--- src/hdl/lsu_pkg.sv ---
package lsu_pkg;

    // Register and data bus width, fixed by the RV32 access sizes
    localparam int XLEN = 32;

    // One strobe bit per byte lane
    localparam int STRB_WIDTH = XLEN / 8;

    // ------------------------------------------------------------
    // Load/store operations
    // ------------------------------------------------------------
    typedef enum logic [3:0] {
        OP_NONE = 4'd0,
        OP_LB   = 4'd1,
        OP_LH   = 4'd2,
        OP_LW   = 4'd3,
        OP_LBU  = 4'd4,
        OP_LHU  = 4'd5,
        OP_SB   = 4'd6,
        OP_SH   = 4'd7,
        OP_SW   = 4'd8
    } lsu_op_e;

    // Access size of one request
    typedef enum logic [1:0] {
        SIZE_BYTE = 2'd0,
        SIZE_HALF = 2'd1,
        SIZE_WORD = 2'd2
    } lsu_size_e;

    // ------------------------------------------------------------
    // AXI4-Lite transaction FSM states
    // ------------------------------------------------------------
    typedef enum logic [2:0] {
        ST_IDLE    = 3'd0,
        ST_RD_ADDR = 3'd1,
        ST_RD_DATA = 3'd2,
        ST_WR_REQ  = 3'd3,
        ST_WR_RESP = 3'd4
    } axi_state_e;

endpackage

--- src/hdl/lsu_decode.sv ---
`timescale 1ns/1ps

module lsu_decode #(
    parameter int ADDR_WIDTH = 32
) (
    input  lsu_pkg::lsu_op_e               i_op,
    input  logic [1:0]                     i_addr_lo,
    input  logic [lsu_pkg::XLEN-1:0]       i_wdata,
    output logic                           o_is_load,
    output logic                           o_is_store,
    output lsu_pkg::lsu_size_e             o_size,
    output logic                           o_signed,
    output logic [lsu_pkg::STRB_WIDTH-1:0] o_strb,
    output logic [lsu_pkg::XLEN-1:0]       o_wdata
);
    import lsu_pkg::*;

    // Lanes covered by the access before the offset shift
    logic [STRB_WIDTH-1:0] base_strb;

    // Byte offset needs at least two address bits
    if (ADDR_WIDTH < 2)
    begin : g_addr_width_check
        $error("lsu_decode: ADDR_WIDTH must be at least 2");
    end

    // ------------------------------------------------------------
    // Operation class, size and sign rule
    // ------------------------------------------------------------
    always_comb
    begin
        o_is_load  = 1'b0;
        o_is_store = 1'b0;
        o_size     = SIZE_WORD;
        o_signed   = 1'b0;
        case (i_op)
            OP_LB:  begin o_is_load = 1'b1; o_size = SIZE_BYTE; o_signed = 1'b1; end
            OP_LH:  begin o_is_load = 1'b1; o_size = SIZE_HALF; o_signed = 1'b1; end
            OP_LW:  begin o_is_load = 1'b1; o_size = SIZE_WORD; end
            OP_LBU: begin o_is_load = 1'b1; o_size = SIZE_BYTE; end
            OP_LHU: begin o_is_load = 1'b1; o_size = SIZE_HALF; end
            OP_SB:  begin o_is_store = 1'b1; o_size = SIZE_BYTE; end
            OP_SH:  begin o_is_store = 1'b1; o_size = SIZE_HALF; end
            OP_SW:  begin o_is_store = 1'b1; o_size = SIZE_WORD; end
            // OP_NONE and unused codes leave the request idle
            default: o_size = SIZE_WORD;
        endcase
    end

    // One, two or four lanes, moved to the byte offset
    always_comb
    begin
        case (o_size)
            SIZE_BYTE: base_strb = 4'b0001;
            SIZE_HALF: base_strb = 4'b0011;
            default:   base_strb = 4'b1111;
        endcase
        o_strb = o_is_store ? (base_strb << i_addr_lo) : '0;
    end

    // Replicate store data so every candidate lane carries it
    always_comb
    begin
        case (o_size)
            SIZE_BYTE: o_wdata = {4{i_wdata[7:0]}};
            SIZE_HALF: o_wdata = {2{i_wdata[15:0]}};
            default:   o_wdata = i_wdata;
        endcase
    end

endmodule

--- src/hdl/lsu_axi_master.sv ---
`timescale 1ns/1ps

module lsu_axi_master #(
    parameter int ADDR_WIDTH = 32
) (
    input  logic                           M_AXI_ACLK,
    input  logic                           M_AXI_ARESETN,
    // Request from decode
    input  logic                           i_req,
    input  logic [ADDR_WIDTH-1:0]          i_addr,
    input  logic                           i_is_load,
    input  logic                           i_is_store,
    input  lsu_pkg::lsu_size_e             i_size,
    input  logic                           i_signed,
    input  logic [lsu_pkg::STRB_WIDTH-1:0] i_strb,
    input  logic [lsu_pkg::XLEN-1:0]       i_wdata,
    // Status and read beat to the result stage
    output logic                           o_busy,
    output logic [lsu_pkg::XLEN-1:0]       o_rd_beat,
    output logic                           o_rd_strobe,
    output logic                           o_wr_strobe,
    output logic                           o_resp_err,
    output logic [1:0]                     o_addr_lo,
    output lsu_pkg::lsu_size_e             o_size,
    output logic                           o_signed,
    // AXI4-Lite master port
    output logic [ADDR_WIDTH-1:0]          o_m_axi_awaddr,
    output logic                           o_m_axi_awvalid,
    input  logic                           i_m_axi_awready,
    output logic [lsu_pkg::XLEN-1:0]       o_m_axi_wdata,
    output logic [lsu_pkg::STRB_WIDTH-1:0] o_m_axi_wstrb,
    output logic                           o_m_axi_wvalid,
    input  logic                           i_m_axi_wready,
    input  logic [1:0]                     i_m_axi_bresp,
    input  logic                           i_m_axi_bvalid,
    output logic                           o_m_axi_bready,
    output logic [ADDR_WIDTH-1:0]          o_m_axi_araddr,
    output logic                           o_m_axi_arvalid,
    input  logic                           i_m_axi_arready,
    input  logic [lsu_pkg::XLEN-1:0]       i_m_axi_rdata,
    input  logic [1:0]                     i_m_axi_rresp,
    input  logic                           i_m_axi_rvalid,
    output logic                           o_m_axi_rready
);
    import lsu_pkg::*;

    axi_state_e            state_q;
    logic [ADDR_WIDTH-1:0] addr_q;
    logic [XLEN-1:0]       wdata_q;
    logic [STRB_WIDTH-1:0] wstrb_q;
    logic                  awvalid_q;
    logic                  wvalid_q;
    logic                  arvalid_q;
    logic                  rready_q;
    logic                  bready_q;
    logic                  accept;
    logic                  aw_xfer;
    logic                  w_xfer;
    logic                  b_xfer;
    logic                  ar_xfer;
    logic                  r_xfer;
    logic                  aw_pending;
    logic                  w_pending;

    // Request taken only when idle and it names a real access
    assign accept = i_req & ~o_busy & (i_is_load | i_is_store);

    // Channel handshakes
    assign aw_xfer = awvalid_q & i_m_axi_awready;
    assign w_xfer  = wvalid_q & i_m_axi_wready;
    assign b_xfer  = bready_q & i_m_axi_bvalid;
    assign ar_xfer = arvalid_q & i_m_axi_arready;
    assign r_xfer  = rready_q & i_m_axi_rvalid;

    // AW or W still waiting after this edge
    assign aw_pending = awvalid_q & ~i_m_axi_awready;
    assign w_pending  = wvalid_q & ~i_m_axi_wready;

    // ------------------------------------------------------------
    // Transaction FSM and channel valids/readies
    // ------------------------------------------------------------
    always_ff @(posedge M_AXI_ACLK)
    begin
        if (!M_AXI_ARESETN)
        begin
            state_q   <= ST_IDLE;
            awvalid_q <= 1'b0;
            wvalid_q  <= 1'b0;
            arvalid_q <= 1'b0;
            rready_q  <= 1'b0;
            bready_q  <= 1'b0;
        end
        else
        begin
            case (state_q)
                ST_IDLE:
                begin
                    if (accept && i_is_load)
                    begin
                        arvalid_q <= 1'b1;
                        state_q   <= ST_RD_ADDR;
                    end
                    else if (accept)
                    begin
                        // Address and data offered together
                        awvalid_q <= 1'b1;
                        wvalid_q  <= 1'b1;
                        state_q   <= ST_WR_REQ;
                    end
                end
                ST_RD_ADDR:
                begin
                    if (ar_xfer)
                    begin
                        arvalid_q <= 1'b0;
                        rready_q  <= 1'b1;
                        state_q   <= ST_RD_DATA;
                    end
                end
                ST_RD_DATA:
                begin
                    if (r_xfer)
                    begin
                        rready_q <= 1'b0;
                        state_q  <= ST_IDLE;
                    end
                end
                ST_WR_REQ:
                begin
                    // Each valid drops on its own transfer
                    if (aw_xfer)
                        awvalid_q <= 1'b0;
                    if (w_xfer)
                        wvalid_q <= 1'b0;
                    if (!aw_pending && !w_pending)
                    begin
                        bready_q <= 1'b1;
                        state_q  <= ST_WR_RESP;
                    end
                end
                ST_WR_RESP:
                begin
                    if (b_xfer)
                    begin
                        bready_q <= 1'b0;
                        state_q  <= ST_IDLE;
                    end
                end
                default: state_q <= ST_IDLE;
            endcase
        end
    end

    // ------------------------------------------------------------
    // Status toward the result stage
    // ------------------------------------------------------------
    always_ff @(posedge M_AXI_ACLK)
    begin
        if (!M_AXI_ARESETN)
        begin
            o_busy      <= 1'b0;
            o_rd_strobe <= 1'b0;
            o_wr_strobe <= 1'b0;
            o_resp_err  <= 1'b0;
        end
        else
        begin
            o_rd_strobe <= r_xfer;
            o_wr_strobe <= b_xfer;
            // SLVERR and DECERR both have bit 1 set
            if (r_xfer)
                o_resp_err <= i_m_axi_rresp[1];
            else if (b_xfer)
                o_resp_err <= i_m_axi_bresp[1];
            // Busy ends together with the done pulse
            if (accept)
                o_busy <= 1'b1;
            else if (o_rd_strobe || o_wr_strobe)
                o_busy <= 1'b0;
        end
    end

    // Payload captured at acceptance and on the R beat
    always_ff @(posedge M_AXI_ACLK)
    begin
        if (accept)
        begin
            addr_q    <= i_addr;
            wdata_q   <= i_wdata;
            wstrb_q   <= i_strb;
            o_addr_lo <= i_addr[1:0];
            o_size    <= i_size;
            o_signed  <= i_signed;
        end
        if (r_xfer)
            o_rd_beat <= i_m_axi_rdata;
    end

    // Address goes out unchanged on both channels
    assign o_m_axi_awaddr  = addr_q;
    assign o_m_axi_araddr  = addr_q;
    assign o_m_axi_wdata   = wdata_q;
    assign o_m_axi_wstrb   = wstrb_q;
    assign o_m_axi_awvalid = awvalid_q;
    assign o_m_axi_wvalid  = wvalid_q;
    assign o_m_axi_arvalid = arvalid_q;
    assign o_m_axi_rready  = rready_q;
    assign o_m_axi_bready  = bready_q;

endmodule

--- src/hdl/lsu_load_align.sv ---
`timescale 1ns/1ps

module lsu_load_align (
    input  logic                     M_AXI_ACLK,
    input  logic                     M_AXI_ARESETN,
    input  logic [lsu_pkg::XLEN-1:0] i_rd_beat,
    input  logic                     i_rd_strobe,
    input  logic                     i_wr_strobe,
    input  logic                     i_resp_err,
    input  logic [1:0]               i_addr_lo,
    input  lsu_pkg::lsu_size_e       i_size,
    input  logic                     i_signed,
    output logic                     o_done,
    output logic [lsu_pkg::XLEN-1:0] o_rdata,
    output logic                     o_err
);
    import lsu_pkg::*;

    logic [XLEN-1:0] shifted;
    logic [XLEN-1:0] extended;

    // Addressed lane moved down to bit 0
    assign shifted = i_rd_beat >> {i_addr_lo, 3'b000};

    // Mask to size, then sign or zero fill
    always_comb
    begin
        case (i_size)
            SIZE_BYTE: extended = {{(XLEN-8){i_signed & shifted[7]}}, shifted[7:0]};
            SIZE_HALF: extended = {{(XLEN-16){i_signed & shifted[15]}}, shifted[15:0]};
            default:   extended = shifted;
        endcase
    end

    // Done, data and error leave together
    always_ff @(posedge M_AXI_ACLK)
    begin
        if (!M_AXI_ARESETN)
        begin
            o_done  <= 1'b0;
            o_rdata <= '0;
            o_err   <= 1'b0;
        end
        else
        begin
            o_done <= i_rd_strobe | i_wr_strobe;
            o_err  <= (i_rd_strobe | i_wr_strobe) & i_resp_err;
            if (i_rd_strobe)
                o_rdata <= extended;
            // stores report zero data
            else if (i_wr_strobe)
                o_rdata <= '0;
        end
    end

endmodule

--- src/hdl/lsu_top.sv ---
`timescale 1ns/1ps

module lsu_top #(
    parameter int ADDR_WIDTH = 32
) (
    input  logic                           M_AXI_ACLK,
    input  logic                           M_AXI_ARESETN,
    // Request side
    input  logic                           i_req,
    input  lsu_pkg::lsu_op_e               i_op,
    input  logic [ADDR_WIDTH-1:0]          i_addr,
    input  logic [lsu_pkg::XLEN-1:0]       i_wdata,
    output logic                           o_busy,
    output logic                           o_done,
    output logic [lsu_pkg::XLEN-1:0]       o_rdata,
    output logic                           o_err,
    // AXI4-Lite master port
    output logic [ADDR_WIDTH-1:0]          o_m_axi_awaddr,
    output logic                           o_m_axi_awvalid,
    input  logic                           i_m_axi_awready,
    output logic [lsu_pkg::XLEN-1:0]       o_m_axi_wdata,
    output logic [lsu_pkg::STRB_WIDTH-1:0] o_m_axi_wstrb,
    output logic                           o_m_axi_wvalid,
    input  logic                           i_m_axi_wready,
    input  logic [1:0]                     i_m_axi_bresp,
    input  logic                           i_m_axi_bvalid,
    output logic                           o_m_axi_bready,
    output logic [ADDR_WIDTH-1:0]          o_m_axi_araddr,
    output logic                           o_m_axi_arvalid,
    input  logic                           i_m_axi_arready,
    input  logic [lsu_pkg::XLEN-1:0]       i_m_axi_rdata,
    input  logic [1:0]                     i_m_axi_rresp,
    input  logic                           i_m_axi_rvalid,
    output logic                           o_m_axi_rready
);
    import lsu_pkg::*;

    // Decode results, live with the request
    logic                  is_load;
    logic                  is_store;
    lsu_size_e             acc_size;
    logic                  acc_signed;
    logic [STRB_WIDTH-1:0] acc_strb;
    logic [XLEN-1:0]       acc_wdata;
    // Execute results, held for the accepted request
    logic [XLEN-1:0]       rd_beat;
    logic                  rd_strobe;
    logic                  wr_strobe;
    logic                  resp_err;
    logic [1:0]            addr_lo;
    lsu_size_e             rsp_size;
    logic                  rsp_signed;

    // ------------------------------------------------------------
    // Decode
    // ------------------------------------------------------------
    lsu_decode #(.ADDR_WIDTH(ADDR_WIDTH)) u_decode (
        .i_op       (i_op),
        .i_addr_lo  (i_addr[1:0]),
        .i_wdata    (i_wdata),
        .o_is_load  (is_load),
        .o_is_store (is_store),
        .o_size     (acc_size),
        .o_signed   (acc_signed),
        .o_strb     (acc_strb),
        .o_wdata    (acc_wdata)
    );

    // ------------------------------------------------------------
    // Execute
    // ------------------------------------------------------------
    lsu_axi_master #(.ADDR_WIDTH(ADDR_WIDTH)) u_axi_master (
        .M_AXI_ACLK      (M_AXI_ACLK),
        .M_AXI_ARESETN   (M_AXI_ARESETN),
        .i_req           (i_req),
        .i_addr          (i_addr),
        .i_is_load       (is_load),
        .i_is_store      (is_store),
        .i_size          (acc_size),
        .i_signed        (acc_signed),
        .i_strb          (acc_strb),
        .i_wdata         (acc_wdata),
        .o_busy          (o_busy),
        .o_rd_beat       (rd_beat),
        .o_rd_strobe     (rd_strobe),
        .o_wr_strobe     (wr_strobe),
        .o_resp_err      (resp_err),
        .o_addr_lo       (addr_lo),
        .o_size          (rsp_size),
        .o_signed        (rsp_signed),
        .o_m_axi_awaddr  (o_m_axi_awaddr),
        .o_m_axi_awvalid (o_m_axi_awvalid),
        .i_m_axi_awready (i_m_axi_awready),
        .o_m_axi_wdata   (o_m_axi_wdata),
        .o_m_axi_wstrb   (o_m_axi_wstrb),
        .o_m_axi_wvalid  (o_m_axi_wvalid),
        .i_m_axi_wready  (i_m_axi_wready),
        .i_m_axi_bresp   (i_m_axi_bresp),
        .i_m_axi_bvalid  (i_m_axi_bvalid),
        .o_m_axi_bready  (o_m_axi_bready),
        .o_m_axi_araddr  (o_m_axi_araddr),
        .o_m_axi_arvalid (o_m_axi_arvalid),
        .i_m_axi_arready (i_m_axi_arready),
        .i_m_axi_rdata   (i_m_axi_rdata),
        .i_m_axi_rresp   (i_m_axi_rresp),
        .i_m_axi_rvalid  (i_m_axi_rvalid),
        .o_m_axi_rready  (o_m_axi_rready)
    );

    // Result extraction and completion
    lsu_load_align u_load_align (
        .M_AXI_ACLK    (M_AXI_ACLK),
        .M_AXI_ARESETN (M_AXI_ARESETN),
        .i_rd_beat     (rd_beat),
        .i_rd_strobe   (rd_strobe),
        .i_wr_strobe   (wr_strobe),
        .i_resp_err    (resp_err),
        .i_addr_lo     (addr_lo),
        .i_size        (rsp_size),
        .i_signed      (rsp_signed),
        .o_done        (o_done),
        .o_rdata       (o_rdata),
        .o_err         (o_err)
    );

endmodule

--- config.mk ---
export PLATFORM = sky130hd
export DESIGN_NAME = lsu_top
export DESIGN_NICKNAME = d
export VERILOG_FILES = /design/src/hdl/lsu_pkg.sv /design/src/hdl/lsu_decode.sv /design/src/hdl/lsu_axi_master.sv /design/src/hdl/lsu_load_align.sv /design/src/hdl/lsu_top.sv
export SDC_FILE = /design/constraint.sdc
export NUM_CORES = 1
export LEC_CHECK = 0
export ABC_AREA = 1
export BUFFER_PORTS_ARGS = -buffer_cell sky130_fd_sc_hd__buf_2
export CORE_MARGIN = 2
export CORE_UTILIZATION = 53
export DETAILED_ROUTE_END_ITERATION = 12
export HOLD_SLACK_MARGIN = 0.06
export MAX_ROUTING_LAYER = met4
export PLACE_DENSITY = 0.89
export SYNTH_ARGS = -nofsm -noshare
export SYNTH_HDL_FRONTEND = slang
export SYNTH_SLANG_ARGS = --single-unit
--- constraint.sdc ---
create_clock -name M_AXI_ACLK -period 6.8 [get_ports M_AXI_ACLK]
set_input_delay 0 -clock M_AXI_ACLK [delete_from_list [all_inputs] [get_ports M_AXI_ACLK]]
set_output_delay 0 -clock M_AXI_ACLK [all_outputs]
set_load 0.02 [all_outputs]
==> results.json <==
{
  "leakage_nw": 4.052,
  "core_area_sq_um": 11910,
  "fmax_ghz": 0.4103,
  "die_h_um": 114.0,
  "hp-class": "in -> reg",
  "antenna_found_initial": 0,
  "ant_nets": 0,
  "grt_start_max_net_pins": 48,
  "synth_top_family_by_area": "simple AND/OR/NAND/NOR gates",
  "min_to": "u_axi_master.o_m_axi_awvalid",
  "end_kind": "register",
  "worstHoldStart": "i_m_axi_awready",
  "clk_pin_slew_ns": 0.07,
  "synth_cell_types": 35,
  "syn-num-nets": 751,
  "required_ns": 6.97,
  "synth-compound-area-share_pct": 9.008,
  "power.density_nw_per_um2": 256.1,
  "comb_power_share_pct": 16.4,
  "utilization_pct": 77.04,
  "power_frac_seq_pct": 44.6,
  "netSwitchingPower_mw": 0.6723,
  "start_util_pct": 53.88,
  "synth_mux_area_share_pct": 0,
  "drtPass1Iterations": 6,
  "diodes": 0,
  "area_delta_synth_final_pct": 42.99,
  "clkLatencyLatePin_ns": 0.43,
  "netlist_instances": 639,
  "grt_pass1_wl_um": 33090,
  "cts_resized": 0,
  "p_int_mw": 1.678,
  "routed_wl_um": 22440,
  "r2r-end": "u_load_align.o_rdata[20]",
  "portBuffers": 249,
  "grt_overflow": 0,
  "drc": 0,
  "critPathArrivalTime_ns": 2.61,
  "die_area_sq_um": 13000,
  "rsz0062_at_grt": "no",
  "post-dp-hpwl_um": 12360,
  "drive_gt1_share_pct": 33.13,
  "avgViaCountPerCell": 5.615,
  "fin_crit_ns": 2.437,
  "setup_viol": 0,
  "cts_tree": "yes",
  "path_class": "in -> reg",
  "ys_warn_count": 0,
  "holdPathStages": 6,
  "clkPwrFrac_pct": 38.9,
  "finalHoldViolCount": 0,
  "grt_pass1_vias": 6166,
  "maxCapViolCount": 0,
  "vias": 6317,
  "gp_congestion": 0.9012,
  "grt_usage_pct": 35.57,
  "cts_max_path_buffers": 2,
  "hold_buffers": 115,
  "avgSynthCellArea_sq_um": 10.04,
  "r2r_setup_slack_ns": 4.39,
  "drv_slew": 0,
  "drtIter0Drc": 678,
  "htreeDepth": 4,
  "clock_sinks": 149,
  "r2r-start": "u_axi_master.o_addr_lo[0]",
  "die_w_um": 114.0,
  "wl_per_cell_um": 19.94,
  "outcome": "finished, final reports clean",
  "startpoint_type": "primary input",
  "ys_seq_area_share_pct": 62.55,
  "fin_setup_tns_ns": 0,
  "rows": 40,
  "ys_ff_latch": 149,
  "synth_xor_area_share_pct": 0.1365,
  "synth_simple_gate_area_share_pct": 19.32,
  "final_nets": 1077,
  "min_period_over_period_pct": 35.84,
  "vdd_drop_max_mv": 0.2149,
  "swShare_pct": 28.61,
  "postCtsSetupBuffers": 0,
  "relSlewSlack_pct": 13.43,
  "syn_area_sq_um": 6417,
  "synth_fa_ha_area_share_pct": 0,
  "r2r_cells": 9,
  "cts_root_buffer": "clkbuf_16",
  "critPathMaxFanout": 17,
  "cts_made_buffers": 17,
  "io_pins": 252,
  "fin_skew_ns": 0.01427,
  "tightest_slew_ns": 1.297
}
==> logic make-up (layout without fill, tap and decap cells) <==
group | after synthesis | after routing
XOR/XNOR | 1 | 1
buffers and inverters | 101 | 440
flip-flops | 149 | 149
AO/OA/AOI/OAI | 94 | 94
AND/OR/NAND/NOR | 294 | 294
==> worst max-delay path by stage <==
stage,end,start,slack [ns]
final,u_axi_master.o_m_axi_wdata[25],i_op[3],4.36
after global routing,u_load_align.o_rdata[17],u_axi_master.o_addr_lo[0],4.22
after CTS,u_load_align.o_rdata[17],u_axi_master.o_addr_lo[0],4.46
after detailed placement,u_load_align.o_rdata[17],u_axi_master.o_addr_lo[0],4.47
after global placement,u_load_align.o_rdata[20],u_axi_master.o_addr_lo[0],4.53
after floorplan,u_axi_master.o_addr_lo[0],u_axi_master.o_busy,4.32
==> registers in the layout, indices dropped and copies added, names as in the netlist <==
name and flops:
u_axi_master.o_resp_err 1, u_load_align.o_err 1, u_axi_master.o_m_axi_rready 1, u_axi_master.o_rd_strobe 1, u_axi_master.o_m_axi_wdata 32, u_axi_master.o_m_axi_awvalid 1
u_axi_master.o_m_axi_araddr 31, u_axi_master.o_signed 1, u_axi_master.o_rd_beat 32, u_load_align.o_rdata 32, u_axi_master.o_m_axi_arvalid 1, u_axi_master.o_m_axi_wstrb 4
u_axi_master.o_m_axi_wvalid 1, u_axi_master.state_q 3, u_load_align.o_done 1, u_axi_master.o_busy 1, u_axi_master.o_wr_strobe 1, u_axi_master.o_addr_lo 1
u_axi_master.o_m_axi_bready 1, u_axi_master.o_size 2
==> stage by stage <==
| step | power, mW | std cells | hold slack, ns | worst slack (ns) | cell area, sq um |
|---|---|---|---|---|---|
| floorplan | 1.268 | 639 | 0.09887 | 4.321 | 6417 |
| global placement | 1.350 | 978 | 0.1769 | 4.533 | 7455 |
| detailed placement | 1.359 | 978 | 0.1781 | 4.474 | 7455 |
| CTS | 2.307 | 1125 | 0.06899 | 4.457 | 9176 |
| global route | 2.417 | 1125 | 0.1165 | 4.218 | 9176 |
| finish | 2.350 | 1125 | 0.08974 | 4.363 | 9176 |
==> layout by cell type, fill, tap and decap left out, types with 2 or more instances in the layout <==
cell             n
a21oi_1         48
a21oi_2         11
buf_2          249
buf_4            3
clkbuf_1         2
clkbuf_16       19
clkinv_2         2
clkinv_4         4
dfxtp_1         46
dlygate4sd3_1  115
edfxtp_1       103
inv_1           31
inv_2            7
inv_4            2
inv_6            3
nand2_1        208
nand2_2         14
nand3_1         39
nand4_1          3
nor2_1          20
nor2_2           3
nor3_1           3
o211ai_1        16
o21ai_0         13
==> worst max-delay path, cell delays in order <==
cell           delay [ns]
dlygate4sd3_1        0.54
buf_2                0.16
nor2_2               0.16
inv_2                0.06
o21ai_4              0.23
inv_4                0.12
nand2_2              0.23
inv_2                0.22
nand2_1              0.17
o211ai_1             0.12
dlygate4sd3_1        0.59
==> layout make-up <==
type,count,area [sq um]
fill,739,2735
clock inverter,11,87.58
clock buffer,21,483.0
timing repair buffer,367,2420
multi-input combinational,389,1827
sequential,149,4014
inverter,41,161.4
tap,147,183.9
==> synthesized netlist by cell type, drive strengths merged <==
library cell	instances	area share, %
a221oi	1	0.14
nor3	3	0.23
a21oi	59	5.2
xor2	1	0.14
o211ai	16	1.9
clkinv	1	0.058
edfxtp	103	48
buf	51	5.9
a311oi	1	0.14
nand2	223	14
clkbuf	9	0.53
nor2	23	1.5
nor3b	1	0.12
inv	40	2.5
dfxtp	46	14
nand4	4	0.49
a31oi	1	0.098
a21boi	1	0.12
nand3	40	3.3
o21ai	15	1.4
==> routing by layer <==
layer	wire length [um]	GRT usage, %
met1	7591	38.60
met2	11180	58.37
met3	2323	10.20
met4	1347	20.73
met5	0	-
==> power by group through the flow <==
stage	clock (mW)	combinational [mW]	sequential, mW
after CTS	0.907	0.355	1.04
after detailed placement	0	0.296	1.06
after global placement	0	0.288	1.06
final	0.915	0.386	1.05
after floorplan	0	0.173	1.10
after global routing	0.956	0.410	1.05
Power figures use the tool's default switching activity.
